`src/verilog/enc_bridge_defs.svh`:
```
// Shared constants for the bus-to-stream encoder bridge
// FIFO depth, command word bit positions, status bits, table size

`ifndef ENC_BRIDGE_DEFS_SVH
`define ENC_BRIDGE_DEFS_SVH

// 256 entries per FIFO
`define ENC_FIFO_ADDR_W     8

// Command word bits on a bus write
`define ENC_CMD_PUSH_BIT    15
`define ENC_CMD_RDEN_BIT    13
`define ENC_CMD_EOF_BIT     7
`define ENC_CMD_BOF_BIT     6

// Status bits in the read word
`define ENC_STAT_FRAME_BIT  15
`define ENC_STAT_ALIVE_BIT  14

`define ENC_CONF_COUNT      34

`endif

```
`src/verilog/sym_fifo.sv`:
```
// Synchronous symbol FIFO
// Circular buffer with a combinational head word and full/empty flags

`timescale 1ns/10ps

module sym_fifo
#(
    parameter int DATA_W = 8,
    parameter int ADDR_W = 8
)
(
    input  logic              clk,
    input  logic              rst,
    input  logic              i_wr,
    input  logic [DATA_W-1:0] i_wdata,
    input  logic              i_rd,
    output logic [DATA_W-1:0] o_rdata,
    output logic              o_empty,
    output logic              o_full
);
    logic [DATA_W-1:0] mem [0:(1 << ADDR_W)-1];
    // Extra pointer bit tells full from empty
    logic [ADDR_W:0]   wr_ptr;
    logic [ADDR_W:0]   rd_ptr;
    logic              rd_en;
    logic              wr_en;

    assign o_empty = (wr_ptr == rd_ptr);
    assign o_full  = (wr_ptr[ADDR_W] != rd_ptr[ADDR_W]) &&
                     (wr_ptr[ADDR_W-1:0] == rd_ptr[ADDR_W-1:0]);

    assign rd_en = i_rd && !o_empty;
    // A read in the same cycle frees a slot for the write
    assign wr_en = i_wr && (!o_full || rd_en);

    assign o_rdata = mem[rd_ptr[ADDR_W-1:0]];

    always_ff @(posedge clk)
    begin
        if (wr_en)
            mem[wr_ptr[ADDR_W-1:0]] <= i_wdata;
    end

    always_ff @(posedge clk)
    begin
        if (rst)
        begin
            wr_ptr <= '0;
            rd_ptr <= '0;
        end
        else
        begin
            if (wr_en)
                wr_ptr <= wr_ptr + 1'b1;
            if (rd_en)
                rd_ptr <= rd_ptr + 1'b1;
        end
    end

endmodule
```
`config.mk`:
```
export PLATFORM = sky130hd
export DESIGN_NAME = sym_fifo
export DESIGN_NICKNAME = d
export VERILOG_FILES = /design/src/verilog/enc_bridge_defs.svh /design/src/verilog/sym_fifo.sv
export SDC_FILE = /design/constraint.sdc
export NUM_CORES = 2
export LEC_CHECK = 0
export ABC_AREA = 1
export BUFFER_PORTS_ARGS = -buffer_cell sky130_fd_sc_hd__buf_2
export CAP_MARGIN = 20
export CORE_MARGIN = 3
export CORE_UTILIZATION = 40
export DETAILED_ROUTE_END_ITERATION = 8
export SLEW_MARGIN = 10
export SYNTH_ARGS = -nofsm -noshare
export SYNTH_HDL_FRONTEND = slang
export SYNTH_SLANG_ARGS = --single-unit
export TNS_END_PERCENT = 100
```
`constraint.sdc`:
```
create_clock -name clk -period 2.7 [get_ports clk]
set_clock_uncertainty 0.1 [all_clocks]
set_input_delay 0.27 -clock clk [delete_from_list [all_inputs] [get_ports clk]]
set_output_delay 0.27 -clock clk [all_outputs]
set_load 0.05 [all_outputs]
```
# Word-level counts from Yosys, hierarchy flattened

Memory sizes are Yosys's and may differ from the RTL's. A register that Yosys moved wholly into a read port is not among the register bits.
Cells that the tools add are included.

Register bits after elaboration: 18
Memory bits (writable): 2,048
Input bits: 12
Output and inout bits: 10
Word-level logic and storage cells: 18
Memories kept: 1

Add/sub/neg operators: 2
Eq/ne operators: 3
Multiplexer cells: 4
Reductions and logical operators: 6

Memories:

| name | words | bits a word | read ports | clocked after Yosys merged registers in | write ports | RTL line       | RTL |
|---|---|---|---|---|---|---|---|
| mem  | 256   | 8           | 1          | 1                                       | 1           | sym_fifo.sv:21 | `logic [DATA_W-1:0] mem [0:(1 << ADDR_W)-1];` |

Operators by type and width:

| operator                                                      | number |
|---|---|
| 9-bit by 1-bit adder with 9-bit output, second input constant | 2 |
| 8-bit 2-to-1 mux                                              | 2 |
| 9-bit == test                                                 | 1 |
| 8-bit == test                                                 | 1 |
| 1-bit logical AND                                             | 3 |
| 1-bit zero test                                               | 2 |
| 1-bit 2-to-1 mux                                              | 2 |
| 1-bit logical OR                                              | 1 |
| 1-bit inequality test                                         | 1 |

# Longest topological paths before layout

Depth in word-level cells: 7
Mapped depth: 15
Mapped depth without buffers: 11

# Worst setup path after synthesis

No wires, ideal clock.

Path kind: reg2out
From: reg wr_ptr[3]
To: out o_full
Data arrival time: 2.278 ns
Data required time: 2.330 ns
Setup slack: 0.052 ns
Cell stages (with the launch flop): 6
Buffers on the path: 1
Cell sequence: dfxtp_1 -> buf_6 -> inv_8 -> nand2_2 -> nand4_1 -> nor4_1

Cells in the longest elaborated chain, start to end: 2

RTL lines:

| item                   | RTL line       | RTL |
|---|---|---|
| start, declared        | sym_fifo.sv:23 | `logic [ADDR_W:0] wr_ptr;` |
| start signal, assigned | sym_fifo.sv:54 | `wr_ptr <= wr_ptr + 1'b1;` |
| 8-bit == test          | sym_fifo.sv:30 | `(wr_ptr[ADDR_W-1:0] == rd_ptr[ADDR_W-1:0]);` |
| 1-bit logical AND      | sym_fifo.sv:29 | `assign o_full = (wr_ptr[ADDR_W] != rd_ptr[ADDR_W]) &&` |
| end, declared          | sym_fifo.sv:19 | `output logic o_full` |

Every way passes these cells.

==> metrics.txt <==
Post-route DRC 0; area share of the largest cell type after synthesis 72.9%; Worst-Margin Slew 0.992 ns; fin. max-slew vios 0; worst slack, placed -0.642 ns; maximum vdd drop 0.730 mV; most frequent cells in the layout 2,136 x nand2_1, 2,048 x edfxtp_1, 1,888 x nand3_1, 307 x buf_4, 221 x clkbuf_16; critical path's top delay family simple AND/OR/NAND/NOR gates; CTS Buffer Depth 3; worst min path class in2reg; met3 WL post-DR 19,000 microns; vias in the first global route 54.9k; sequential power share 49.9%; met1 wire length 101,000 microns; most common cell after layout, fill and taps aside nand2_1; RSZ-0062 raised after global routing yes; critical path required time 2.33 ns; global-route wire length before repair 363,000 microns; Vias/cell 5.52; sequential share of the synthesized area 73.5%; most used cell, CP nand3_1; row count 167; Fmax achieved 266 MHz; met2 WL 115,000 microns; Syn-to-layout area delta 19.5%; data arrival time of the critical path 3.39 ns; synthesized flop and latch total 2,074; Post-DP Area 0.0916 sq mm; drt pass-1 iters 6; CTS clk-pin slew, worst paths 0.06 ns; Int Pwr 0.0538 W; final WL 245,000 microns; Switch Pwr 0.0171 W; GRT Total Usage 22.2%; Die Span Y 465 microns; nets@finish 7,400; total power divided by cell area 703 mW/mm^2; port buffer count 21; CP Class reg2out; startpoint types flop; leakage power 34.8 nW; failing checks setup timing; Mapped Area 0.0844 sq mm; GPL Wtd Cong 0.935; CP max-delay cell dfxtp_4; Slowest Stage Delay on Critical Path 0.45 ns; setup_tns -8.21 ns; initial cell density of the core 40.5%; chip width 465 microns; Top Metal Used met5; Logic pwr share 10.8%; die area 0.217 sq mm; Worst setup EP type primary output; H-tree depth 4; Post-DP HPWL 149,000 microns; Synth cell types 34; number of max-cap violations 0; initial antenna violation count 6; final worst slack -1.06 ns; Finished Core Util 48.4%; DRT antenna net count 0; fin crit share 139%; DR vias 57.1k; core region area 0.209 sq mm; Design Area, Final 0.101 sq mm; status complete, but fails checks; largest net degree at the start of global routing 77; Max-slew headroom 33.8%; Final Hold Viols 0; IO Pins 22; CTS Buf Count 211; Syn. warnings 0; TritonCTS clock tree yes; CTS root buf clkbuf_16; Clock Power Share 39.3%; Post-Synthesis Cells 7,111; share of layout cells above drive strength 1 16.4%; Sw Share 24.2%; Clock Latency Late Sink 0.85 ns; Sink Count 2,074; post-layout min period 3.76 ns; setup-violating endpoint count in the final report 8; DR WL/cell 23.7 microns; CP bufs+invs 4; First DRT Iteration DRCs 6,753; syn_area_per_cell 11.9 sq um; synth top area cells edfxtp_1 73%, nand3_1 12%, nand2_1 9.6%; Syn Nets 7,128; Remaining Overflow, GRT 0; cells along the critical path buf_12 -> bufbuf_16 -> nand2_1 -> nand3_1 -> nand3_1 -> nand3_1 -> nand3_1 -> nand3_1 -> nand3_2 -> nand2_1 -> nand2_1 -> nand2_2 -> buf_12 -> buf_12; Synth area leader edfxtp_1; Critical Path Fanout Max 34
-- per-layer routing --
layer  vias to the layer above  track usage, %
met5                         -               0
met4                         2            9.06
met3                       472            3.15
met2                      2467            35.2
met1                     28200            31.0
li1                      25900               -
-- what timing repair did --
action | 4_1_cts | 5_1_grt
gates cloned | 9 | 7
setup endpoints to repair | 494 | 1409
resized for setup | 237 | 289
hold buffers | 13 | 0
setup buffers | 16 | 7
endpoints found under the hold margin | 583 | 0
pin swaps | 9 | 23
-- cell families after synthesis --
logic type                 after synthesis  share of synthesized area (%)
DFF                                   2074                           73.5
AOI/OAI and AO/OA                       19                          0.116
and+or+nand+nor                       4471                           23.3
adders and majority gates                5                         0.0741
buffers and inverters                  527                           2.89
xor gates and xnor gates                15                          0.156
-- power by group through the flow --
stage / Sequential (W) / Clock, W / Combinational, W
floorplan: 0.0361 / 0 / 0.00367
global placement: 0.0361 / 0 / 0.00690
detailed placement: 0.0361 / 0 / 0.00695
CTS: 0.0354 / 0.0282 / 0.00742
global route: 0.0354 / 0.0295 / 0.00827
finish: 0.0354 / 0.0279 / 0.00766
-- sequential cells by signal, summed over array words and instances (netlist names), named ones only --
name	cells
mem	2048
rd_ptr	9
wr_ptr	9
-- final timing paths --
| kind | start | cells past startpoint | slack [ns] | to |
|---|---|---|---|---|
| max | flop | 14 | -1.06 | o_rdata[4] |
| min | i_wdata[3] | 2 | 0.33 | mem[45][3]$_DFFE_PP_ |
| max reg2reg | wr_ptr[3]$_SDFFE_PP0P_ | 9 | 0.12 | mem[173][4]$_DFFE_PP_ |
| min reg2reg | wr_ptr[8]$_SDFFE_PP0P_ | 2 | 0.41 | wr_ptr[8]$_SDFFE_PP0P_ |
-- through the flow --
stage / total power [W] / instances / hold WS, ns
floorplan: 0.0397 / 7111 / 0.269
global placement: 0.0430 / 9907 / 0.391
detailed placement: 0.0430 / 9907 / 0.402
CTS: 0.0710 / 10300 / 0.279
global route: 0.0732 / 10300 / 0.332
finish: 0.0709 / 10300 / 0.331
-- layout make-up --
type / count / area [sq um]
clock buffers: 256 / 5510
inverters: 35 / 180
repair buffers: 550 / 6980
flip-flops and latches: 2074 / 62000
multi-input cells: 4510 / 21700
fillers: 18300 / 108000
clock inverters: 125 / 990
repair inverters: 1 / 8.76
diodes: 1 / 2.50
well taps: 2788 / 3490
-- synth_stat cells --
master and number:
inv_2 3, nand4_4 9, o21ai_0 3, nor2_4 1, clkbuf_1 190, nor3_2 1
xor2_1 11, dfxtp_1 26, buf_1 61, nor2_2 20, nor2_1 245, nor3b_1 3
xnor2_1 4, nand2_2 1, nand2_4 1, inv_4 1, nand3_4 3, buf_4 12
nand3_2 1, nand4_1 7, nand2_1 2147, or2_2 1, inv_1 30, a21oi_1 15
nor3_1 8, o21bai_1 1, edfxtp_1 2048, buf_6 12, nand3_1 2022, buf_12 3
ha_1 5, nor4_1 1, inv_8 1, buf_2 214
Power figures use the tool's default switching activity.
