[src/verilog/enc_bridge_defs.svh]
// Shared constants for the bus-to-stream encoder bridge
// FIFO depth, command word bit positions, status bits, table size

`ifndef ENC_BRIDGE_DEFS_SVH
`define ENC_BRIDGE_DEFS_SVH

// 256 entries per FIFO
`define ENC_FIFO_ADDR_W     8

// Command word bits on a bus write
`define ENC_CMD_PUSH_BIT    15
`define ENC_CMD_RDEN_BIT    13
`define ENC_CMD_EOF_BIT     7
`define ENC_CMD_BOF_BIT     6

// Status bits in the read word
`define ENC_STAT_FRAME_BIT  15
`define ENC_STAT_ALIVE_BIT  14

`define ENC_CONF_COUNT      34

`endif

[src/verilog/enc_bridge_pkg.sv]
// Types for the encoder bridge
// Vector typedefs, bus and stream structs, bus phase enum

package enc_bridge_pkg;

    typedef logic [31:0] wb_word_t;
    typedef logic [1:0]  in_sym_t;
    typedef logic [5:0]  out_sym_t;
    typedef logic [5:0]  param_sel_t;
    typedef logic [9:0]  blocksize_t;
    typedef logic [9:0]  conf_p_t;
    typedef logic [11:0] conf_q_t;

    typedef struct packed {
        logic     cyc;
        logic     stb;
        logic     we;
        wb_word_t dat;
    } wb_req_t;

    typedef struct packed {
        logic     ack;
        wb_word_t dat;
    } wb_rsp_t;

    // Flags sit above the symbol, as stored in the FIFOs
    typedef struct packed {
        logic    eof;
        logic    bof;
        in_sym_t sym;
    } rx_entry_t;

    typedef struct packed {
        logic     eof;
        logic     bof;
        out_sym_t sym;
    } tx_entry_t;

    typedef struct packed {
        logic      valid;
        rx_entry_t entry;
    } enc_in_t;

    typedef struct packed {
        logic      valid;
        tx_entry_t entry;
    } enc_out_t;

    typedef struct packed {
        blocksize_t blocksize;
        conf_p_t    p;
        conf_q_t    q0;
        conf_q_t    q1;
        conf_q_t    q2;
        conf_q_t    q3;
    } block_conf_t;

    typedef enum logic {
        PHASE_IDLE,
        PHASE_ACK
    } bus_phase_t;

endpackage

[src/verilog/block_conf_rom.sv]
// Encoder block configuration table
// Registered lookup of block size, P and Q values by parameter select

`timescale 1ns/10ps
`include "enc_bridge_defs.svh"

module block_conf_rom
(
    input  logic                        clk,
    input  logic                        rst,
    input  enc_bridge_pkg::param_sel_t  i_sel,
    output enc_bridge_pkg::block_conf_t o_conf
);
    enc_bridge_pkg::block_conf_t conf_d;

    function automatic enc_bridge_pkg::block_conf_t mk_conf(input int bs, input int p,
                                                            input int q0, input int q1,
                                                            input int q2, input int q3);
        enc_bridge_pkg::block_conf_t c;
        c.blocksize = enc_bridge_pkg::blocksize_t'(bs);
        c.p         = enc_bridge_pkg::conf_p_t'(p);
        c.q0        = enc_bridge_pkg::conf_q_t'(q0);
        c.q1        = enc_bridge_pkg::conf_q_t'(q1);
        c.q2        = enc_bridge_pkg::conf_q_t'(q2);
        c.q3        = enc_bridge_pkg::conf_q_t'(q3);
        return c;
    endfunction

    always_comb
    begin
        conf_d = '0;
        if (i_sel < `ENC_CONF_COUNT)
        begin
            case (i_sel)
                6'd0:  conf_d = mk_conf(14, 9, 3, 11, 51, 19);
                6'd1:  conf_d = mk_conf(38, 17, 3, 23, 63, 11);
                6'd2:  conf_d = mk_conf(51, 23, 3, 23, 107, 107);
                6'd3:  conf_d = mk_conf(55, 23, 3, 43, 131, 115);
                6'd4:  conf_d = mk_conf(59, 23, 3, 11, 23, 219);
                6'd5:  conf_d = mk_conf(62, 23, 3, 35, 63, 63);
                6'd6:  conf_d = mk_conf(69, 25, 3, 7, 111, 103);
                6'd7:  conf_d = mk_conf(84, 23, 3, 7, 83, 71);
                6'd8:  conf_d = mk_conf(85, 23, 3, 55, 255, 215);
                6'd9:  conf_d = mk_conf(93, 25, 3, 31, 111, 107);
                6'd10: conf_d = mk_conf(96, 25, 3, 11, 103, 107);
                6'd11: conf_d = mk_conf(100, 23, 3, 35, 131, 127);
                6'd12: conf_d = mk_conf(108, 29, 3, 19, 123, 123);
                6'd13: conf_d = mk_conf(115, 29, 3, 23, 239, 239);
                6'd14: conf_d = mk_conf(123, 31, 3, 15, 7, 3);
                6'd15: conf_d = mk_conf(128, 31, 3, 7, 135, 131);
                6'd16: conf_d = mk_conf(130, 31, 3, 7, 11, 3);
                6'd17: conf_d = mk_conf(144, 31, 3, 3, 3, 3);
                6'd18: conf_d = mk_conf(170, 33, 3, 63, 523, 515);
                6'd19: conf_d = mk_conf(175, 37, 3, 11, 3, 11);
                6'd20: conf_d = mk_conf(188, 37, 3, 15, 167, 159);
                6'd21: conf_d = mk_conf(192, 37, 3, 7, 183, 123);
                6'd22: conf_d = mk_conf(194, 39, 3, 3, 319, 319);
                6'd23: conf_d = mk_conf(256, 45, 3, 7, 199, 183);
                6'd24: conf_d = mk_conf(264, 43, 3, 3, 27, 11);
                6'd25: conf_d = mk_conf(298, 49, 3, 15, 23, 3);
                6'd26: conf_d = mk_conf(307, 49, 3, 27, 3, 7);
                6'd27: conf_d = mk_conf(333, 49, 3, 23, 3, 23);
                6'd28: conf_d = mk_conf(355, 53, 3, 19, 239, 223);
                6'd29: conf_d = mk_conf(400, 53, 3, 43, 243, 219);
                6'd30: conf_d = mk_conf(438, 59, 3, 7, 247, 243);
                6'd31: conf_d = mk_conf(444, 59, 3, 35, 731, 715);
                6'd32: conf_d = mk_conf(539, 65, 3, 15, 31, 3);
                // Same block as entry 4
                6'd33: conf_d = mk_conf(59, 23, 3, 11, 23, 219);
                default: conf_d = '0;
            endcase
        end
    end

    always_ff @(posedge clk)
    begin
        if (rst)
            o_conf <= '0;
        else
            o_conf <= conf_d;
    end

endmodule

[config.mk]
export PLATFORM = sky130hd
export DESIGN_NAME = block_conf_rom
export DESIGN_NICKNAME = d
export VERILOG_FILES = /design/src/verilog/enc_bridge_pkg.sv /design/src/verilog/block_conf_rom.sv
export VERILOG_INCLUDE_DIRS = /design/src /design/src/verilog
export SDC_FILE = /design/constraint.sdc
export NUM_CORES = 1
export LEC_CHECK = 0
export BUFFER_PORTS_ARGS = -buffer_cell sky130_fd_sc_hd__buf_2
export CAP_MARGIN = 30
export CORE_UTILIZATION = 52
export DETAILED_ROUTE_END_ITERATION = 12
export PLACE_DENSITY = 0.88
export SLEW_MARGIN = 5
export SYNTH_ARGS = -nofsm -noshare
export SYNTH_HDL_FRONTEND = slang
export SYNTH_MEMORY_MAX_BITS = 65536
export SYNTH_SLANG_ARGS = --single-unit
[constraint.sdc]
create_clock -name clk -period 2.7 [get_ports clk]
set_clock_uncertainty 0.1 [all_clocks]
set_input_delay 0.27 -clock clk [delete_from_list [all_inputs] [get_ports clk]]
set_output_delay 0.27 -clock clk [all_outputs]
set_load 0.03 [all_outputs]
* Word-level counts from Yosys, hierarchy flattened
Memory sizes are Yosys's and may differ from the RTL's. A register that Yosys moved wholly into a read port is not among the register bits.
Cells that the tools add are included.
** Storage, ports and cells
- Register bits :: 58
- ROM bits :: 2880
- Input bits :: 8
- Output and inout port bits :: 68
- Logic and storage cells :: 9
- Memories kept :: 1
** Memory list
- (no name shown) :: depth 64, bits a word 45, rd ports 1, clocked after Yosys merged registers in 1, wr ports 0, RTL line block_conf_rom.sv:34 : case (i_sel)
** Cells by class
- Order comparisons :: 1
- Bitwise gates (word level) :: 1
- Reductions and logical operators :: 1
** Operator list (count)
- < comparator 6 bit (second input constant) :: 1
- OR reduction 2 bit :: 1
- inverter 1 bit :: 1

* Longest topological paths before layout
- Depth after elaboration :: 3
- Mapped depth :: 9

* Worst setup path before layout
Ideal clock, no wire load.
- Kind :: input to register
- Start point :: input port i_sel[1]
- End point :: register o_conf[62] (netlist bit)
- Library setup time :: 115 ps
- Arrival :: 1873 ps
- Required time :: 2485 ps
- Setup slack :: 613 ps
- Stages :: 8
- Buffers on the path :: 2
- Cell sequence :: buf_2 buf_2 inv_1 ha_1 or2b_1 a311oi_1 a211oi_1 o21a_1
** Between the ends
- Word-level cells in the longest chain between the ends :: 3
** Ends and longest elaborated chain
- from (decl) :: RTL line block_conf_rom.sv:11 : input enc_bridge_pkg::param_sel_t i_sel,
- < comparator 6 bit (no line)
- inverter 1 bit (no line)
- OR reduction 2 bit (no line)
- to (signal assigned) :: RTL line block_conf_rom.sv:80 : o_conf <= conf_d;
- to (decl) :: RTL line block_conf_rom.sv:12 : output enc_bridge_pkg::block_conf_t o_conf
Several ways; a longest one is shown, not always the timed one.
A chain may end at the register's enable or synchronous reset.

* Worst setup path after layout
- Start point :: input port i_sel[1]
- End point :: register o_conf[58] (netlist bit)
Same word-level chain as after synthesis.

==> flow_metrics.tcl <==
set metrics [dict create \
    totalWireLength_um 6910 \
    grt_pass1_vias 2094 \
    critPathMaxStageDelay_ns 0.43 \
    hold_viol_final 0 \
    critical_path_class "primary input to flip-flop" \
    grt_max_degree 43 \
    critPathRequiredTime_ns 2.77 \
    grt_setup_unrepaired "false" \
    initial_core_util_pct 54.4 \
    setup_tns_ns 0 \
    place.gp.congestion 1.01 \
    io_buffers 52 \
    synth.area.top_cells "dfxtp_1 27%, buf_4 11%, a21oi_1 6.2%, ha_1 3.9%, nand2b_1 3.4%" \
    multiInputGateArea_mm2 0.00151 \
    vias 2553 \
    syn_area_mm2 0.00257 \
    holdBufCountCts 0 \
    avgRoutedWirePerCell_um 16.5 \
    synth.distinct_cells 61 \
    cellPowerDensity_mw_per_mm2 489 \
    arrival_ns 2.05 \
    fin_crit_sh_pct 73.2 \
    power_frac_seq_pct 39.8 \
    clockRootBuffer "clkbuf_8" \
    drc 0 \
    ys_seq_elements 34 \
    crit_path_start_kind "primary input" \
    synth_ff_type "dfxtp_1" \
    vias_per_cell 6.11 \
    nets 366 \
    design_area_mm2 0.00273 \
    grt-ovfl-total 0 \
    h-tree-depth 2 \
    dr.pass1.iters 7 \
    cp_max_fo 14 \
    cts.sinks 34 \
    cts_setup_buffers 0 \
    top_register "o_conf" \
    path_buf_inv 2 \
    grt_first_pass_wirelength_um 10600 \
    synth_top_area_share_pct 26.5 \
    combPwrFrac_pct 31.1 \
    clkPwrFrac_pct 29.1 \
    coreArea_mm2 0.00472 \
    die_w_um 72.3 \
    swShare_pct 36.3 \
    cts-resized-gates 0 \
    track_usage_pct 26.9 \
    p_leak_nw 1.19 \
    setup_viol_count_final 0 \
    slew_viol_final 0 \
    drive_above_1_share_pct 23.1 \
    cp-end-kind "flip-flop" \
    synth_edf_count 0 \
    seq_area_um2 681 \
    cts_buffer_depth 2 \
    cts_tree "built" \
    async_flop_share_pct 0 \
    antenna_found_initial 0 \
    p_int_mw 0.850 \
    status "finished clean" \
    syn_inst 324 \
    antenna_cells 0 \
    slew_headroom_pct 53.1 \
    cp_top_family "compound AO/OA/AOI/OAI gates" \
    ir_drop_v 0.000262 \
    ant_nets 0 \
    num-fill-cells 440 \
    hp-class "primary input to flip-flop" \
    cts_buffers 5 \
    place_area_mm2 0.00264 \
    fin_crit_ns 1.98 \
    dieHeight_um 72.3 \
    p_switching_mw 0.485 \
    crit_chain "buf_2, inv_1, ha_1, or2b_1, a311oi_1, o31a_1, nor3_1" \
    yosysSeqAreaShare_pct 26.5 \
    rows 25 \
    maxCapViolCount 0 \
    fmax_mhz 506 \
    hold_slack_ns 0.120 \
    cpMaxStageDelayCell "ha_1" \
    hpwl_um 4710 \
    tightest_slew_ns 0.703 \
    largest_reg_flops 34 \
    top_regs "o_conf x34" \
    io_pins 76 \
    yosysTopAreaCell "dfxtp_1" \
    yosysWarnings 0 \
    clk_pin_slew_ns 0.07 \
    area_delta_synth_final_pct 6.38 \
    drt_iter0_markers 403 \
    syn_area_per_cell_um2 7.92 \
    die-area_mm2 0.00522 \
]
[cells in the mapped netlist, drive strengths merged (2+ instances only)]
cell type,count
a211o,3
clkbuf,8
o21ai,13
inv,5
dfxtp,34
nand2b,14
nor3b,5
o31a,2
a211oi,12
o21ba,2
a311oi,7
ha,8
nor2,21
or3b,2
or2,3
a31oi,9
nor2b,10
nand2,17
nor3,10
and2,2
o21a,5
nor4,2
a21oi,33
o22ai,3
o211ai,4
mux2i,4
nor4b,2
o32ai,2
nand3,3
buf,57
[per-layer routing]
layer	up-vias	track usage, %	part of all wire [%]
li1	1165	-	-
met4	0	12.6	2.9
met5	-	0	0
met3	25	6.67	13
met2	202	39.3	45
met1	1161	37.0	39
[metrics by stage]
stage / setup slack (ns) / power, mW / cells / util [%]
2_1_floorplan: 0.613 / 0.895 / 346 / -
3_3_place_gp: 0.575 / 0.943 / 410 / 55.8
3_5_place_dp: 0.499 / 0.945 / 410 / 55.8
4_1_cts: 0.802 / 1.33 / 418 / 57.8
5_1_grt: 0.657 / 1.39 / 418 / 57.8
6_report: 0.723 / 1.34 / 418 / 57.8
[worst paths after layout]
path,end,from,cells past startpoint
setup / recovery,o_conf[58],i_sel[1],7
hold / removal,o_conf[53],rst,2
[layout by cell type (no fill, tap or decap), drive strengths merged, types with 9 or more instances in the layout]
| cell type | synthesis | layout |
|---|---|---|
| nand2 | 17 | 17 |
| buf | 57 | 62 |
| a31oi | 9 | 9 |
| a211oi | 12 | 12 |
| conb | 1 | 23 |
| a21oi | 33 | 33 |
| nor2b | 10 | 10 |
| dfxtp | 34 | 34 |
| nand2b | 14 | 14 |
| nor3 | 10 | 10 |
| o21ai | 13 | 13 |
| nor2 | 21 | 21 |
[cell type report]
| class | instances | share of cell area, % |
|---|---|---|
| Multi-Input combinational cell | 241 | 55.4 |
| Sequential cell | 34 | 24.9 |
| Timing Repair Buffer | 62 | 12.3 |
| Tap cell | 67 | 3.07 |
| Clock buffer | 6 | 3.02 |
| Inverter | 6 | 0.825 |
| Clock inverter | 2 | 0.458 |
[power groups by stage]
stage / Combinational, mW / Sequential, mW / Clock [mW]
after global routing: 0.440 / 0.534 / 0.420
final: 0.415 / 0.532 / 0.388
after floorplan: 0.302 / 0.593 / 0
after detailed placement: 0.402 / 0.543 / 0
after global placement: 0.400 / 0.543 / 0
after CTS: 0.404 / 0.532 / 0.391
[cell families (layout without fill, tap and decap cells)]
kind of cell             count (synthesis)  count (layout)  synth area share (%)
AO/OA/AOI/OAI                          106             106                  27.9
AND/OR/NAND/NOR                         97              97                  20.6
buffers and inverters                   71              76                  17.7
flip-flops                              34              34                  26.5
adder cells (fa/ha/maj)                  8               8                  3.90
multiplexers                             6               6                  2.88
other                                    1              23                 0.146
XOR/XNOR                                 1               1                 0.341
No activity file was read; power rests on OpenSTA's default activity.
