$ cat src/verilog/enc_bridge_defs.svh
// Shared constants for the bus-to-stream encoder bridge
// FIFO depth, command word bit positions, status bits, table size

`ifndef ENC_BRIDGE_DEFS_SVH
`define ENC_BRIDGE_DEFS_SVH

// 256 entries per FIFO
`define ENC_FIFO_ADDR_W     8

// Command word bits on a bus write
`define ENC_CMD_PUSH_BIT    15
`define ENC_CMD_RDEN_BIT    13
`define ENC_CMD_EOF_BIT     7
`define ENC_CMD_BOF_BIT     6

// Status bits in the read word
`define ENC_STAT_FRAME_BIT  15
`define ENC_STAT_ALIVE_BIT  14

`define ENC_CONF_COUNT      34

`endif

$ cat src/verilog/enc_bridge_pkg.sv
// Types for the encoder bridge
// Vector typedefs, bus and stream structs, bus phase enum

package enc_bridge_pkg;

    typedef logic [31:0] wb_word_t;
    typedef logic [1:0]  in_sym_t;
    typedef logic [5:0]  out_sym_t;
    typedef logic [5:0]  param_sel_t;
    typedef logic [9:0]  blocksize_t;
    typedef logic [9:0]  conf_p_t;
    typedef logic [11:0] conf_q_t;

    typedef struct packed {
        logic     cyc;
        logic     stb;
        logic     we;
        wb_word_t dat;
    } wb_req_t;

    typedef struct packed {
        logic     ack;
        wb_word_t dat;
    } wb_rsp_t;

    // Flags sit above the symbol, as stored in the FIFOs
    typedef struct packed {
        logic    eof;
        logic    bof;
        in_sym_t sym;
    } rx_entry_t;

    typedef struct packed {
        logic     eof;
        logic     bof;
        out_sym_t sym;
    } tx_entry_t;

    typedef struct packed {
        logic      valid;
        rx_entry_t entry;
    } enc_in_t;

    typedef struct packed {
        logic      valid;
        tx_entry_t entry;
    } enc_out_t;

    typedef struct packed {
        blocksize_t blocksize;
        conf_p_t    p;
        conf_q_t    q0;
        conf_q_t    q1;
        conf_q_t    q2;
        conf_q_t    q3;
    } block_conf_t;

    typedef enum logic {
        PHASE_IDLE,
        PHASE_ACK
    } bus_phase_t;

endpackage

$ cat src/verilog/enc_bridge_ctrl.sv
// Bridge controller
// Bus acknowledge, command decode, receive drain and frame-ready flags

`timescale 1ns/10ps
`include "enc_bridge_defs.svh"

module enc_bridge_ctrl
(
    input  logic                    clk,
    input  logic                    rst,
    input  enc_bridge_pkg::wb_req_t i_req,
    input  logic                    i_rx_empty,
    input  logic                    i_tx_empty,
    input  logic                    i_tx_eof_in,
    output logic                    o_ack,
    output logic                    o_rx_push,
    output logic                    o_rx_pop,
    output logic                    o_tx_pop,
    output logic                    o_frame_ready
);
    enc_bridge_pkg::bus_phase_t phase;
    logic access;
    logic drain_start;
    logic drain_active;
    logic frame_ready;
    logic rden;

    // New access only taken in the idle phase
    assign access      = i_req.cyc && i_req.stb && (phase == enc_bridge_pkg::PHASE_IDLE);
    assign o_rx_push   = access && i_req.we && i_req.dat[`ENC_CMD_PUSH_BIT];
    assign drain_start = o_rx_push && i_req.dat[`ENC_CMD_EOF_BIT];

    always_ff @(posedge clk)
    begin
        if (rst)
        begin
            phase <= enc_bridge_pkg::PHASE_IDLE;
        end
        else
        begin
            case (phase)
                enc_bridge_pkg::PHASE_IDLE:
                begin
                    if (access)
                    begin
                        phase <= enc_bridge_pkg::PHASE_ACK;
                    end
                end
                default:
                begin
                    phase <= enc_bridge_pkg::PHASE_IDLE;
                end
            endcase
        end
    end

    always_ff @(posedge clk)
    begin
        if (rst)
        begin
            drain_active <= 1'b0;
            frame_ready  <= 1'b0;
            rden         <= 1'b0;
        end
        else
        begin
            // Set wins, so a one-symbol frame into an empty FIFO still drains
            if (drain_start)
                drain_active <= 1'b1;
            else if (i_rx_empty)
                drain_active <= 1'b0;

            if (i_tx_eof_in)
                frame_ready <= 1'b1;
            else if (i_tx_empty)
                frame_ready <= 1'b0;

            if (access)
                rden <= i_req.dat[`ENC_CMD_RDEN_BIT];
        end
    end

    assign o_ack         = (phase == enc_bridge_pkg::PHASE_ACK);
    assign o_rx_pop      = drain_active && !i_rx_empty;
    // Read word is sampled from the head before this pop takes effect
    assign o_tx_pop      = o_ack && rden;
    assign o_frame_ready = frame_ready;

endmodule

$ cat config.mk
export PLATFORM = sky130hd
export DESIGN_NAME = enc_bridge_ctrl
export DESIGN_NICKNAME = d
export VERILOG_FILES = /design/src/verilog/enc_bridge_pkg.sv /design/src/verilog/enc_bridge_ctrl.sv
export VERILOG_INCLUDE_DIRS = /design/src /design/src/verilog
export SDC_FILE = /design/constraint.sdc
export NUM_CORES = 1
export LEC_CHECK = 0
export BUFFER_PORTS_ARGS = -buffer_cell sky130_fd_sc_hd__buf_2
export CELL_PAD_IN_SITES_DETAIL_PLACEMENT = 0
export CELL_PAD_IN_SITES_GLOBAL_PLACEMENT = 1
export CORE_MARGIN = 10
export CORE_UTILIZATION = 10
export CTS_CLUSTER_DIAMETER = 200
export DETAILED_ROUTE_END_ITERATION = 12
export HOLD_SLACK_MARGIN = 0.03
export PLACE_DENSITY = 0.84
export SYNTH_ARGS = -nofsm -noshare
export SYNTH_HDL_FRONTEND = slang
export SYNTH_SLANG_ARGS = --single-unit
export TNS_END_PERCENT = 1
$ cat constraint.sdc
create_clock -name clk -period 0.8 [get_ports clk]
set_input_delay 0.08 -clock clk [delete_from_list [all_inputs] [get_ports clk]]
set_output_delay 0.08 -clock clk [all_outputs]
set_load 0.005 [all_outputs]
## Word-level counts from Yosys, hierarchy flattened

Index checks and enable logic that the tools add are counted.

- Register bits after elaboration: 4
- Word-level logic and storage cells: 21
- Output and inout port bits: 5

- Reduce and logical (&&, ||, !) cells: 11
- Multiplexer cells: 5
- Bitwise gates (word level): 1

Operators by type and width:

| operator | count |
|---|---|
| logical AND 1 bit | 7 |
| 2-to-1 mux 1 bit | 5 |
| nonzero test 2 bit | 2 |
| OR reduction 2 bit | 1 |
| logical NOT 1 bit | 1 |
| NOT 1 bit | 1 |

## Logic depth before layout (Yosys ltp)

Gate-level depths: netlist (run 1).

- Word-level depth: 6
- Mapped depth: 2

## Worst setup path after synthesis (run 1)

OpenSTA, ideal clock, no wires.

- Kind: reg2reg
- From: reg phase, in the netlist o_ack
- To: reg rden
- Required time: 728 ps
- Library setup time: 72 ps
- Stages on the path, launching flop included: 3
- Slack: 93 ps
- Data arrival time: 635 ps
- Cell sequence: dfxtp_1 -> nand3b_4 -> mux2i_1

- Cells in the longest elaborated chain, start to end: 2

RTL lines:

| item | line | RTL |
|---|---|---|
| start, declared | enc_bridge_ctrl.sv:21 | `enc_bridge_pkg::bus_phase_t phase;` |
| start signal, assigned | enc_bridge_ctrl.sv:37 | `phase <= enc_bridge_pkg::PHASE_IDLE;` |
| start signal, assigned | enc_bridge_ctrl.sv:46 | `phase <= enc_bridge_pkg::PHASE_ACK;` |
| start signal, assigned | enc_bridge_ctrl.sv:51 | `phase <= enc_bridge_pkg::PHASE_IDLE;` |
| NOT 1 bit | n/a |  |
| logical AND 1 bit | enc_bridge_ctrl.sv:29 | `assign access = i_req.cyc && i_req.stb && (phase == enc_bridge_pkg::PHASE_IDLE);` |
| end signal, assigned | enc_bridge_ctrl.sv:79 | `` rden <= i_req.dat[`ENC_CMD_RDEN_BIT]; `` |
| end, declared | enc_bridge_ctrl.sv:26 | `logic rden;` |

Every way passes these cells.
A chain may end at the register's enable or synchronous reset.

## Worst setup path after layout (run 1)

- From: reg phase, in the netlist o_ack
- To: out o_rx_push

- Cells in the longest elaborated chain, start to end: 4

RTL lines:

| item | line | RTL |
|---|---|---|
| NOT 1 bit | n/a |  |
| logical AND 1 bit | enc_bridge_ctrl.sv:29 |  |
| logical AND 1 bit (2 in series) | enc_bridge_ctrl.sv:30 | `` assign o_rx_push = access && i_req.we && i_req.dat[`ENC_CMD_PUSH_BIT]; `` |
| end, declared | enc_bridge_ctrl.sv:16 | `output logic o_rx_push,` |

Every way passes these cells.

==> impl_metrics.csv, run 1 <==
group,metric,value,unit
detailed_routing,num_vias,190,
floorplanning,start_util,0.106,
power,pwr-share-comb,0.137,
detailed_routing,ant_nets,0,
worst_setup_path,path_cells,"nand3b_4, nor2_2, buf_2",
worst_setup_path,arrival,880,ps
synth,yosysTopAreaCellShare,0.438,
finish,postLayoutCoreUtil,0.196,
detailed_routing,postRouteWirelength,588,µm
worst_setup_path,cpPeakStageDelay,310,ps
power,pwr-share-clk,0.462,
outcome,violations,"negative setup slack",
finish,area_delta_synth_final,85.6,%
worst_setup_path,cp-end-kind,"output pin",
finish,nFillCells,208,
placed_design,gp_congestion,0.611,
power,p_seq_frac,0.401,
finish,n_antenna_cell,0,
worst_setup_path,crit_type,"flop to output pin",
clock_network,clock-sinks,4,
finish,seqCellArea,81.3,µm²
synth,synth_area_per_cell,10.1,µm²
detailed_routing,drt_iter0_markers,1,
sta,timing.final.hold_violations,0,
clock_network,clk_pin_slew_worst_paths,40,ps
detailed_routing,vias_per_cell,3.06,
sta,timing.slew.headroom,0.926,
sta,tightest_slew,107,ps
clock_network,clockRootBuffer,"clkbuf_4",
worst_setup_path,critPathBufInv,1,
worst_setup_path,startpoint,"o_ack",
power,p_per_area,1570,nW/µm²
finish,final_layout_size_suffix_gt1_frac,0.676,
hold_path,hold_class,"input port to flop",
synth,synth_nets,58,
synth,yosys_register_bits,4,
floorplanning,num_rows,15,
global_route,grt_pass1_wl,979,µm
placed_design,portBuffers,15,
synth,netlist_top_cells_count,"dfxtp_1, nand2b_1, nor2_1, nor2b_1",
worst_setup_path,critical_path.top_delay_family,"flip-flops",
floorplanning,ios,45,
synth,ys.flop_type,"dfxtp_1",
sta,drv_slew,0,
sta,tns,-365,ps
finish,multi_input_area,111,µm²
synth,yosysWarnings,0,
sta,fin_crit,957,ps
outcome,status,"complete, but fails checks",
synth,ys_types,12,
worst_setup_path,startpoint_type,"flop",
global_route,globalRouteTotalUtil,0.0354,
clock_network,cts_tree,"built",
floorplanning,core-area,1730,µm²
worst_setup_path,slowest_stage,"dfxtp_2",
detailed_routing,drc,0,
power,power_switching,0.112,mW
global_route,grt_pass1_vias,201,
finish,finalNonFillerCells,62,
global_route,grt_max_degree,6,
sta,clock_skew,0.520,ps
sta,post-route-period-util,1.20,
worst_setup_path,crit_path_max_fanout,3,
power,p_int,0.420,mW
synth,synth_top_area_cell,"dfxtp_1",
clock_network,clk_latency,230,ps
power,power_leakage,0.168,nW
worst_setup_path,r2r_start,"o_ack",
synth,synth_cells,18,
flow_run,maxCapViolations,0,
clock_network,numCtsBuffers,3,
synth,synth_edf_count,0,
hold_path,min_from,"rst",
floorplanning,die_area,3940,µm²
sta,rsz0062_at_grt,"true",
detailed_routing,firstDrtPassIters,2,
global_route,antenna_found_initial,0,
sta,fin_ws,-157,ps
finish,fin_nets,79,
placed_design,dp_hpwl,531,µm
synth,synth.most_common_cell,"dfxtp_1",
synth,synthArstFlopShare,0,
global_route,grt_overflow,0,
synth,synth.area.top_cells,"dfxtp_1, nand3b_4, nand2b_1",
synth,yosysSeqAreaShare,0.438,
detailed_routing,drt-wirelength-per-cell,9.48,µm
placed_design,dp.cells,58,
worst_setup_path,critPathRequiredTime,720,ps
power,switching_share,0.211,
floorplanning,die_w,62.7,µm
sta,setup_viol,4,
power,ir_worst_vdd,0.384,mV
clock_network,cts.htree.levels,1,
sta,fmax,1040,MHz
floorplanning,die_h,62.7,µm
clock_network,clock_path_buffers,2,
synth,synth.cell_area,183,µm²
## repair_timing
item,in CTS,in global routing
hold buffers,0,0
gates resized for setup,4,2
setup buffers,1,0
pin swaps,1,0
setup endpoints to repair,3,6
## path summary, 6_finish.rpt
path / endpoint / slack, ps / cells past startpoint
setup / recovery: o_rx_push / -160 / 3
hold / removal: o_ack / 50 / 2
setup reg to reg: rden / -40 / 3
hold reg to reg: rden / 470 / 2
## logic make-up after synthesis
family / Yosys count / share of synthesized area
compound gates: 2 / 0.0891
flops: 4 / 0.438
mux: 1 / 0.0548
buf+inv: 1 / 0.0205
simple gates: 10 / 0.397
## cells in the final DEF, fill, tap and decap left out
cell / n
nor2b_1: 1
o2bb2ai_1: 1
dfxtp_2: 1
nor2_2: 2
nand2b_1: 2
dfxtp_1: 3
nor2b_4: 1
buf_2: 14
buf_6: 1
nand2_1: 1
nand3b_4: 1
and2_2: 1
mux2i_1: 1
buf_4: 1
clkbuf_4: 3
o21a_1: 1
inv_1: 1
nand4b_1: 1
## layer usage
| metal | vias up | global-route usage | part of all wire |
|---|---|---|---|
| met3 | 0 | 0.0233 | 0.058 |
| met1 | 86 | 0.0250 | 0.29 |
| li1 | 100 | - | - |
| met2 | 4 | 0.0615 | 0.65 |
| met4 | 0 | 0.0335 | 0 |
| met5 | - | 0 | 0 |
## flip-flops by register name, summed over array words and instances (netlist names)
| signal | cells |
|---|---|
| o_ack | 1 |
| o_frame_ready | 1 |
| rden | 1 |
| drain_active | 1 |
## power groups by stage
stage	logic, mW	registers, mW	clock network (mW)
6_report	0.0730	0.213	0.246
5_1_grt	0.0810	0.215	0.284
4_1_cts	0.0729	0.214	0.263
3_5_place_dp	0.0659	0.216	0
3_3_place_gp	0.0642	0.216	0
2_1_floorplan	0.0242	0.216	0
## final cells by class
cell class | count | share of cell area
Clock buffer | 3 | 0.0664
Multi-Input combinational cell | 13 | 0.328
Sequential cell | 4 | 0.240
Inverter | 1 | 0.0111
Tap cell | 25 | 0.0923
Timing Repair Buffer | 16 | 0.262
## worst reg2reg max path: cells and delay by family, from the launching register on
| kind | cells | cell delay [ps] |
|---|---|---|
| buf+inv | 1 | 150 |
| flops | 1 | 310 |
| mux | 1 | 110 |
| simple gates | 1 | 150 |
## stage by stage
stage	total power, mW	setup WS (ps)	hold WS [ps]	cell area (µm²)
6_report	0.532	-157	50.6	339
3_5_place_dp	0.282	6.06	306	289
2_1_floorplan	0.240	93.4	152	183
5_1_grt	0.579	-232	54.8	339
3_3_place_gp	0.280	9.19	293	289
4_1_cts	0.550	-192	44.1	334
Note: power is estimated with default switching activity, not from simulation.
==> run 2, diff against run 1 <==
--- a/config.mk
+++ b/config.mk
@@ -9,7 +9,8 @@
 export BUFFER_PORTS_ARGS = -buffer_cell sky130_fd_sc_hd__buf_2
 export CELL_PAD_IN_SITES_DETAIL_PLACEMENT = 0
 export CELL_PAD_IN_SITES_GLOBAL_PLACEMENT = 1
-export CORE_MARGIN = 10
+export CORE_ASPECT_RATIO = 0.75
+export CORE_MARGIN = 5
 export CORE_UTILIZATION = 10
 export CTS_CLUSTER_DIAMETER = 200
 export DETAILED_ROUTE_END_ITERATION = 12
==> impl_metrics.csv, run 2 (synthesized netlist as in run 1, its figures left out) <==
group,metric,value,unit
outcome,status,"complete, but fails checks",
outcome,violations,"negative setup slack",
detailed_routing,drt_iter0_markers,0,
worst_setup_path,cpPeakStageDelay,310,ps
power,p_seq_frac,0.407,
sta,tns,-352,ps
flow_run,maxCapViolations,0,
power,pwr-share-clk,0.458,
sta,fmax,1050,MHz
global_route,grt_pass1_vias,180,
sta,timing.final.hold_violations,0,
worst_setup_path,crit_path_max_fanout,3,
global_route,busiest_layer,"met2",
floorplanning,die_area,2790,µm²
global_route,grt_pass1_wl,696,µm
floorplanning,ios,45,
finish,n_antenna_cell,0,
power,power_leakage,0.169,nW
global_route,grt_overflow,0,
floorplanning,start_util,0.105,
sta,tightest_slew,127,ps
clock_network,clock_path_buffers,2,
global_route,grt_use_met2,0.0654,
worst_setup_path,path_cells,"nand3b_4, nor2_1, buf_2",
power,power_switching,0.104,mW
power,pwr-share-comb,0.134,
floorplanning,core-area,1740,µm²
floorplanning,num_rows,13,
clock_network,numCtsBuffers,3,
clock_network,cts_hold_buf,0,
detailed_routing,drt-wirelength-per-cell,7.97,µm
detailed_routing,num_vias,188,
finish,final_common_cell,"buf_2",
detailed_routing,ant_nets,0,
sta,post-route-period-util,1.20,
power,ir_worst_vdd,0.395,mV
worst_setup_path,crit_type,"flop to output pin",
worst_setup_path,critical_path.top_delay_family,"flip-flops",
global_route,use_met3,0.0275,
finish,fin_nets,79,
power,p_int,0.419,mW
finish,final_layout_size_suffix_gt1_frac,0.649,
sta,fin_crit,956,ps
global_route,grt_util_met1,0.0290,
floorplanning,die_h,47.0,µm
worst_setup_path,reg2regPathDepth,3,
worst_setup_path,arrival,880,ps
placed_design,gp_congestion,0.550,
clock_network,clock-sinks,4,
clock_network,clk_pin_slew_worst_paths,30,ps
finish,design_area,325,µm²
sta,drv_slew,0,
worst_setup_path,cp.depth,3,
sta,rsz0062_at_grt,"true",
sta,setup_viol,4,
sta,clock_skew,3.77,ps
detailed_routing,vias_per_cell,3.19,
power,p_per_area,1610,nW/µm²
hold_path,hold_class,"input port to flop",
global_route,grt_max_degree,6,
worst_setup_path,regToRegSetupSlack,-30,ps
placed_design,pre_cts_ws,27.6,ps
worst_setup_path,slowest_stage,"dfxtp_2",
clock_network,cts_tree,"built",
finish,area_delta_synth_final,78.1,%
finish,most-common-layout-cells,"buf_2, clkbuf_4",
power,switching_share,0.199,
finish,postLayoutCoreUtil,0.187,
sta,fin_ws,-156,ps
clock_network,clk_latency,230,ps
worst_setup_path,cp-end-kind,"output pin",
detailed_routing,postRouteWirelength,470,µm
floorplanning,die_w,59.4,µm
clock_network,cts.htree.levels,1,
hold_path,hold_path_depth,2,
sta,timing.slew.headroom,0.913,
global_route,antenna_found_initial,0,
detailed_routing,drc,0,
finish,nFillCells,199,
worst_setup_path,critPathBufInv,1,
clock_network,clockRootBuffer,"clkbuf_4",
placed_design,dpl_cell_area,285,µm²
worst_setup_path,critPathRequiredTime,720,ps
worst_setup_path,startpoint_type,"flop",
detailed_routing,firstDrtPassIters,1,
global_route,globalRouteTotalUtil,0.0390,
placed_design,portBuffers,15,
==> run 2: worst paths after layout <==
path	startpoint	to
setup / recovery	o_ack	o_rx_push
hold / removal	rst	o_ack
setup reg to reg	o_ack	rden
hold reg to reg	rden	rden
==> run 2: worst reg2reg max path: stages, from the launching register on <==
cell and delay, ps:
dfxtp_2 310, nand3b_4 150, buf_4 150, mux2i_1 110
==> run 2: what timing repair did <==
| item | in CTS | in global routing |
|---|---|---|
| endpoints found under the setup margin | 3 | 5 |
| setup buffers | 1 | 0 |
| cloned | 0 | 0 |
| pin swaps | 1 | 0 |
| resized for setup | 3 | 1 |
==> run 2: through the flow <==
step / total power [mW] / hold slack (ps) / cells
floorplan: 0.240 / 152 / 18
global placement: 0.279 / 290 / 55
detailed placement: 0.281 / 300 / 55
CTS: 0.541 / 50.8 / 59
global route: 0.567 / 42.1 / 59
finish: 0.523 / 55.3 / 59
==> run 2: area by class of cell <==
class	instances	area [µm²]	share of cell area
multi-input combinational	13	106	0.327
sequential	4	82.6	0.254
timing repair buffer	16	82.6	0.254
tap	22	27.5	0.0846
clock buffer	3	22.5	0.0692
inverter	1	3.75	0.0115
==> run 2: power by group through the flow <==
stage / sequential (mW) / combinational, mW / clock, mW
after floorplan: 0.216 / 0.0242 / 0
after global placement: 0.216 / 0.0635 / 0
after detailed placement: 0.216 / 0.0652 / 0
after CTS: 0.213 / 0.0719 / 0.256
after global routing: 0.214 / 0.0790 / 0.274
final: 0.213 / 0.0702 / 0.240
==> run 2: metal layers <==
metal  routed length [µm]  up-vias
li1                     -       98
met5                    0        -
met3                   35        0
met1                  141       86
met2                  292        4
met4                    0        0
==> run 3, diff against run 2 <==
--- a/config.mk
+++ b/config.mk
@@ -6,6 +6,7 @@
 export SDC_FILE = /design/constraint.sdc
 export NUM_CORES = 1
 export LEC_CHECK = 0
+export ABC_AREA = 1
 export BUFFER_PORTS_ARGS = -buffer_cell sky130_fd_sc_hd__buf_2
 export CELL_PAD_IN_SITES_DETAIL_PLACEMENT = 0
 export CELL_PAD_IN_SITES_GLOBAL_PLACEMENT = 1
@@ -15,7 +16,7 @@
 export CTS_CLUSTER_DIAMETER = 200
 export DETAILED_ROUTE_END_ITERATION = 12
 export HOLD_SLACK_MARGIN = 0.03
-export PLACE_DENSITY = 0.84
+export PLACE_DENSITY = 0.9
 export SYNTH_ARGS = -nofsm -noshare
 export SYNTH_HDL_FRONTEND = slang
 export SYNTH_SLANG_ARGS = --single-unit
==> impl_metrics.csv, run 3 <==
group,metric,value,unit
power,p_per_area,1480,nW/µm²
synth,synth_top_family_by_area,"simple AND/OR/NAND/NOR gates",
outcome,status,"complete, but fails checks",
sta,clock_skew,3.49,ps
synth,yosysTopAreaCellShare,0.454,
global_route,grt_pass1_wl,1060,µm
finish,most-common-layout-cells,"buf_2, buf_6, nand2_1, inv_1, clkbuf_4",
sta,fin_crit,1020,ps
clock_network,cts.htree.levels,1,
clock_network,clock-sinks,4,
synth,synthArstFlopShare,0,
floorplanning,die_w,58.5,µm
placed_design,dp_hpwl,464,µm
outcome,violations,"negative setup slack",
hold_path,hold_class,"input port to flop",
synth,synth_nets,64,
global_route,grt_pass1_vias,259,
detailed_routing,vias_per_cell,3.37,
synth,synth_compound_area_frac,0.128,
synth,yosys.area_share.simple,0.312,
synth,synth_area_per_cell,7.35,µm²
sta,hold_ws,83.3,ps
flow_run,maxCapViolations,0,
clock_network,clockRootBuffer,"clkbuf_4",
finish,fin_nets,88,
synth,synth_cells,24,
synth,yosysWarnings,0,
sta,tns,-923,ps
global_route,grt_overflow,0,
clock_network,clk_latency,230,ps
sta,drv_slew,0,
synth,synth.cell_area,176,µm²
global_route,grt_max_degree,5,
synth,synth.area.top_cells,"dfxtp_1, inv_1, nand2_1",
placed_design,dpl_cell_area,287,µm²
floorplanning,die_h,46.4,µm
detailed_routing,drc,0,
finish,final_common_cell,"buf_2",
floorplanning,start_util,0.103,
worst_setup_path,crit_path_max_fanout,3,
worst_setup_path,arrival,940,ps
sta,rsz0062_at_grt,"true",
sta,post-route-period-util,1.27,
floorplanning,num_rows,13,
floorplanning,core-area,1710,µm²
finish,final_layout_size_suffix_gt1_frac,0.696,
synth,netlist_top_cells_count,"inv_1, nand2_1, dfxtp_1",
detailed_routing,drt-wirelength-per-cell,9.28,µm
power,ir_worst_vdd,0.282,mV
placed_design,dp.cells,62,
synth,synth-xor-area-share,0,
clock_network,cts_tree,"built",
sta,tightest_slew,136,ps
detailed_routing,ant_nets,0,
synth,synth_top_area_cell,"dfxtp_1",
synth,yosys_register_bits,4,
detailed_routing,num_vias,229,
worst_setup_path,critPathRequiredTime,720,ps
placed_design,gp_congestion,0.670,
synth,synthMuxAreaShare,0,
sta,timing.final.hold_violations,0,
finish,area_delta_synth_final,108,%
power,power_leakage,0.191,nW
worst_setup_path,cp-end-kind,"output pin",
synth,ys.flop_type,"dfxtp_1",
worst_setup_path,crit_type,"flop to output pin",
floorplanning,ios,45,
floorplanning,die_area,2710,µm²
sta,timing.slew.headroom,0.909,
finish,design_area,367,µm²
sta,fmax,983,MHz
detailed_routing,firstDrtPassIters,1,
clock_network,clk_pin_slew_worst_paths,40,ps
finish,n_antenna_cell,0,
clock_network,cts_hold_buf,0,
placed_design,pre_cts_ws,0.283,ps
finish,finalNonFillerCells,68,
detailed_routing,postRouteWirelength,631,µm
sta,setup_viol,7,
clock_network,numCtsBuffers,3,
worst_setup_path,startpoint_type,"flop",
synth,yosysSeqAreaShare,0.454,
placed_design,portBuffers,15,
detailed_routing,drt_iter0_markers,0,
synth,ys_types,10,
global_route,antenna_found_initial,0,
synth,synth_fa_ha_area_frac,0,
clock_network,clock_path_buffers,2,
global_route,globalRouteTotalUtil,0.0553,
synth,synth_edf_count,0,
sta,fin_ws,-217,ps
==> run 3: changes by cell type after synthesis, moves of 2 or more <==
cell      change
nand2b_1      -2
inv_1         +4
nand2_1       +4
a21oi_2       +2
nor2b_1       -2
==> run 3: area by class of cell <==
cell class	instances	area, µm²
Inverter	5	18.8
Clock buffer	3	22.5
Tap cell	22	27.5
Timing Repair Buffer	19	125
Sequential cell	4	82.6
Fill cell	207	1340
Multi-Input combinational cell	15	90.1
==> run 3: worst paths after layout <==
check        start           end  slack, ps  cells after the start
min reg2reg   rden          rden        480                      2
max reg2reg  o_ack          rden       -170                      5
max          o_ack     o_rx_push       -220                      3
min            rst  drain_active         80                      2
==> run 3: metal layers <==
layer / track usage / part of all wire
met3: 0.0168 / 0.051
met5: 0 / 0
met1: 0.0491 / 0.33
met4: 0.0417 / 0
met2: 0.107 / 0.62
==> run 3: timing repair <==
action                                  in CTS  in global routing
endpoints found under the setup margin       4                  7
resized for setup                            5                  7
setup buffers                                2                  1
pin swaps                                    2                  1
==> run 3: cells by family (layout without fill, tap and decap cells) <==
family | after synthesis | count (layout)
AND/OR/NAND/NOR | 12 | 12
flip-flops | 4 | 4
buffers and inverters | 5 | 27
AO/OA/AOI/OAI | 3 | 3
==> run 3: critical path: stages, from the launching register on <==
cell and delay (ps):
dfxtp_2 330, nand3b_1 170, nor2_1 90, buf_2 120
==> run 3: per-stage QoR <==
step                      total power [mW]   util
after floorplan                      0.237      -
after CTS                            0.547  0.199
after global placement               0.277  0.168
after detailed placement             0.279  0.168
after global routing                 0.577  0.215
final                                0.543  0.215
==> run 3: where the power goes <==
| part | switching (mW) | leakage, nW | internal [mW] |
|---|---|---|---|
| sequential | 0.00618 | 0.0337 | 0.210 |
| combinational | 0.0358 | 0.144 | 0.0483 |
| clock | 0.0753 | 0.0138 | 0.167 |
| total | 0.117 | 0.191 | 0.425 |
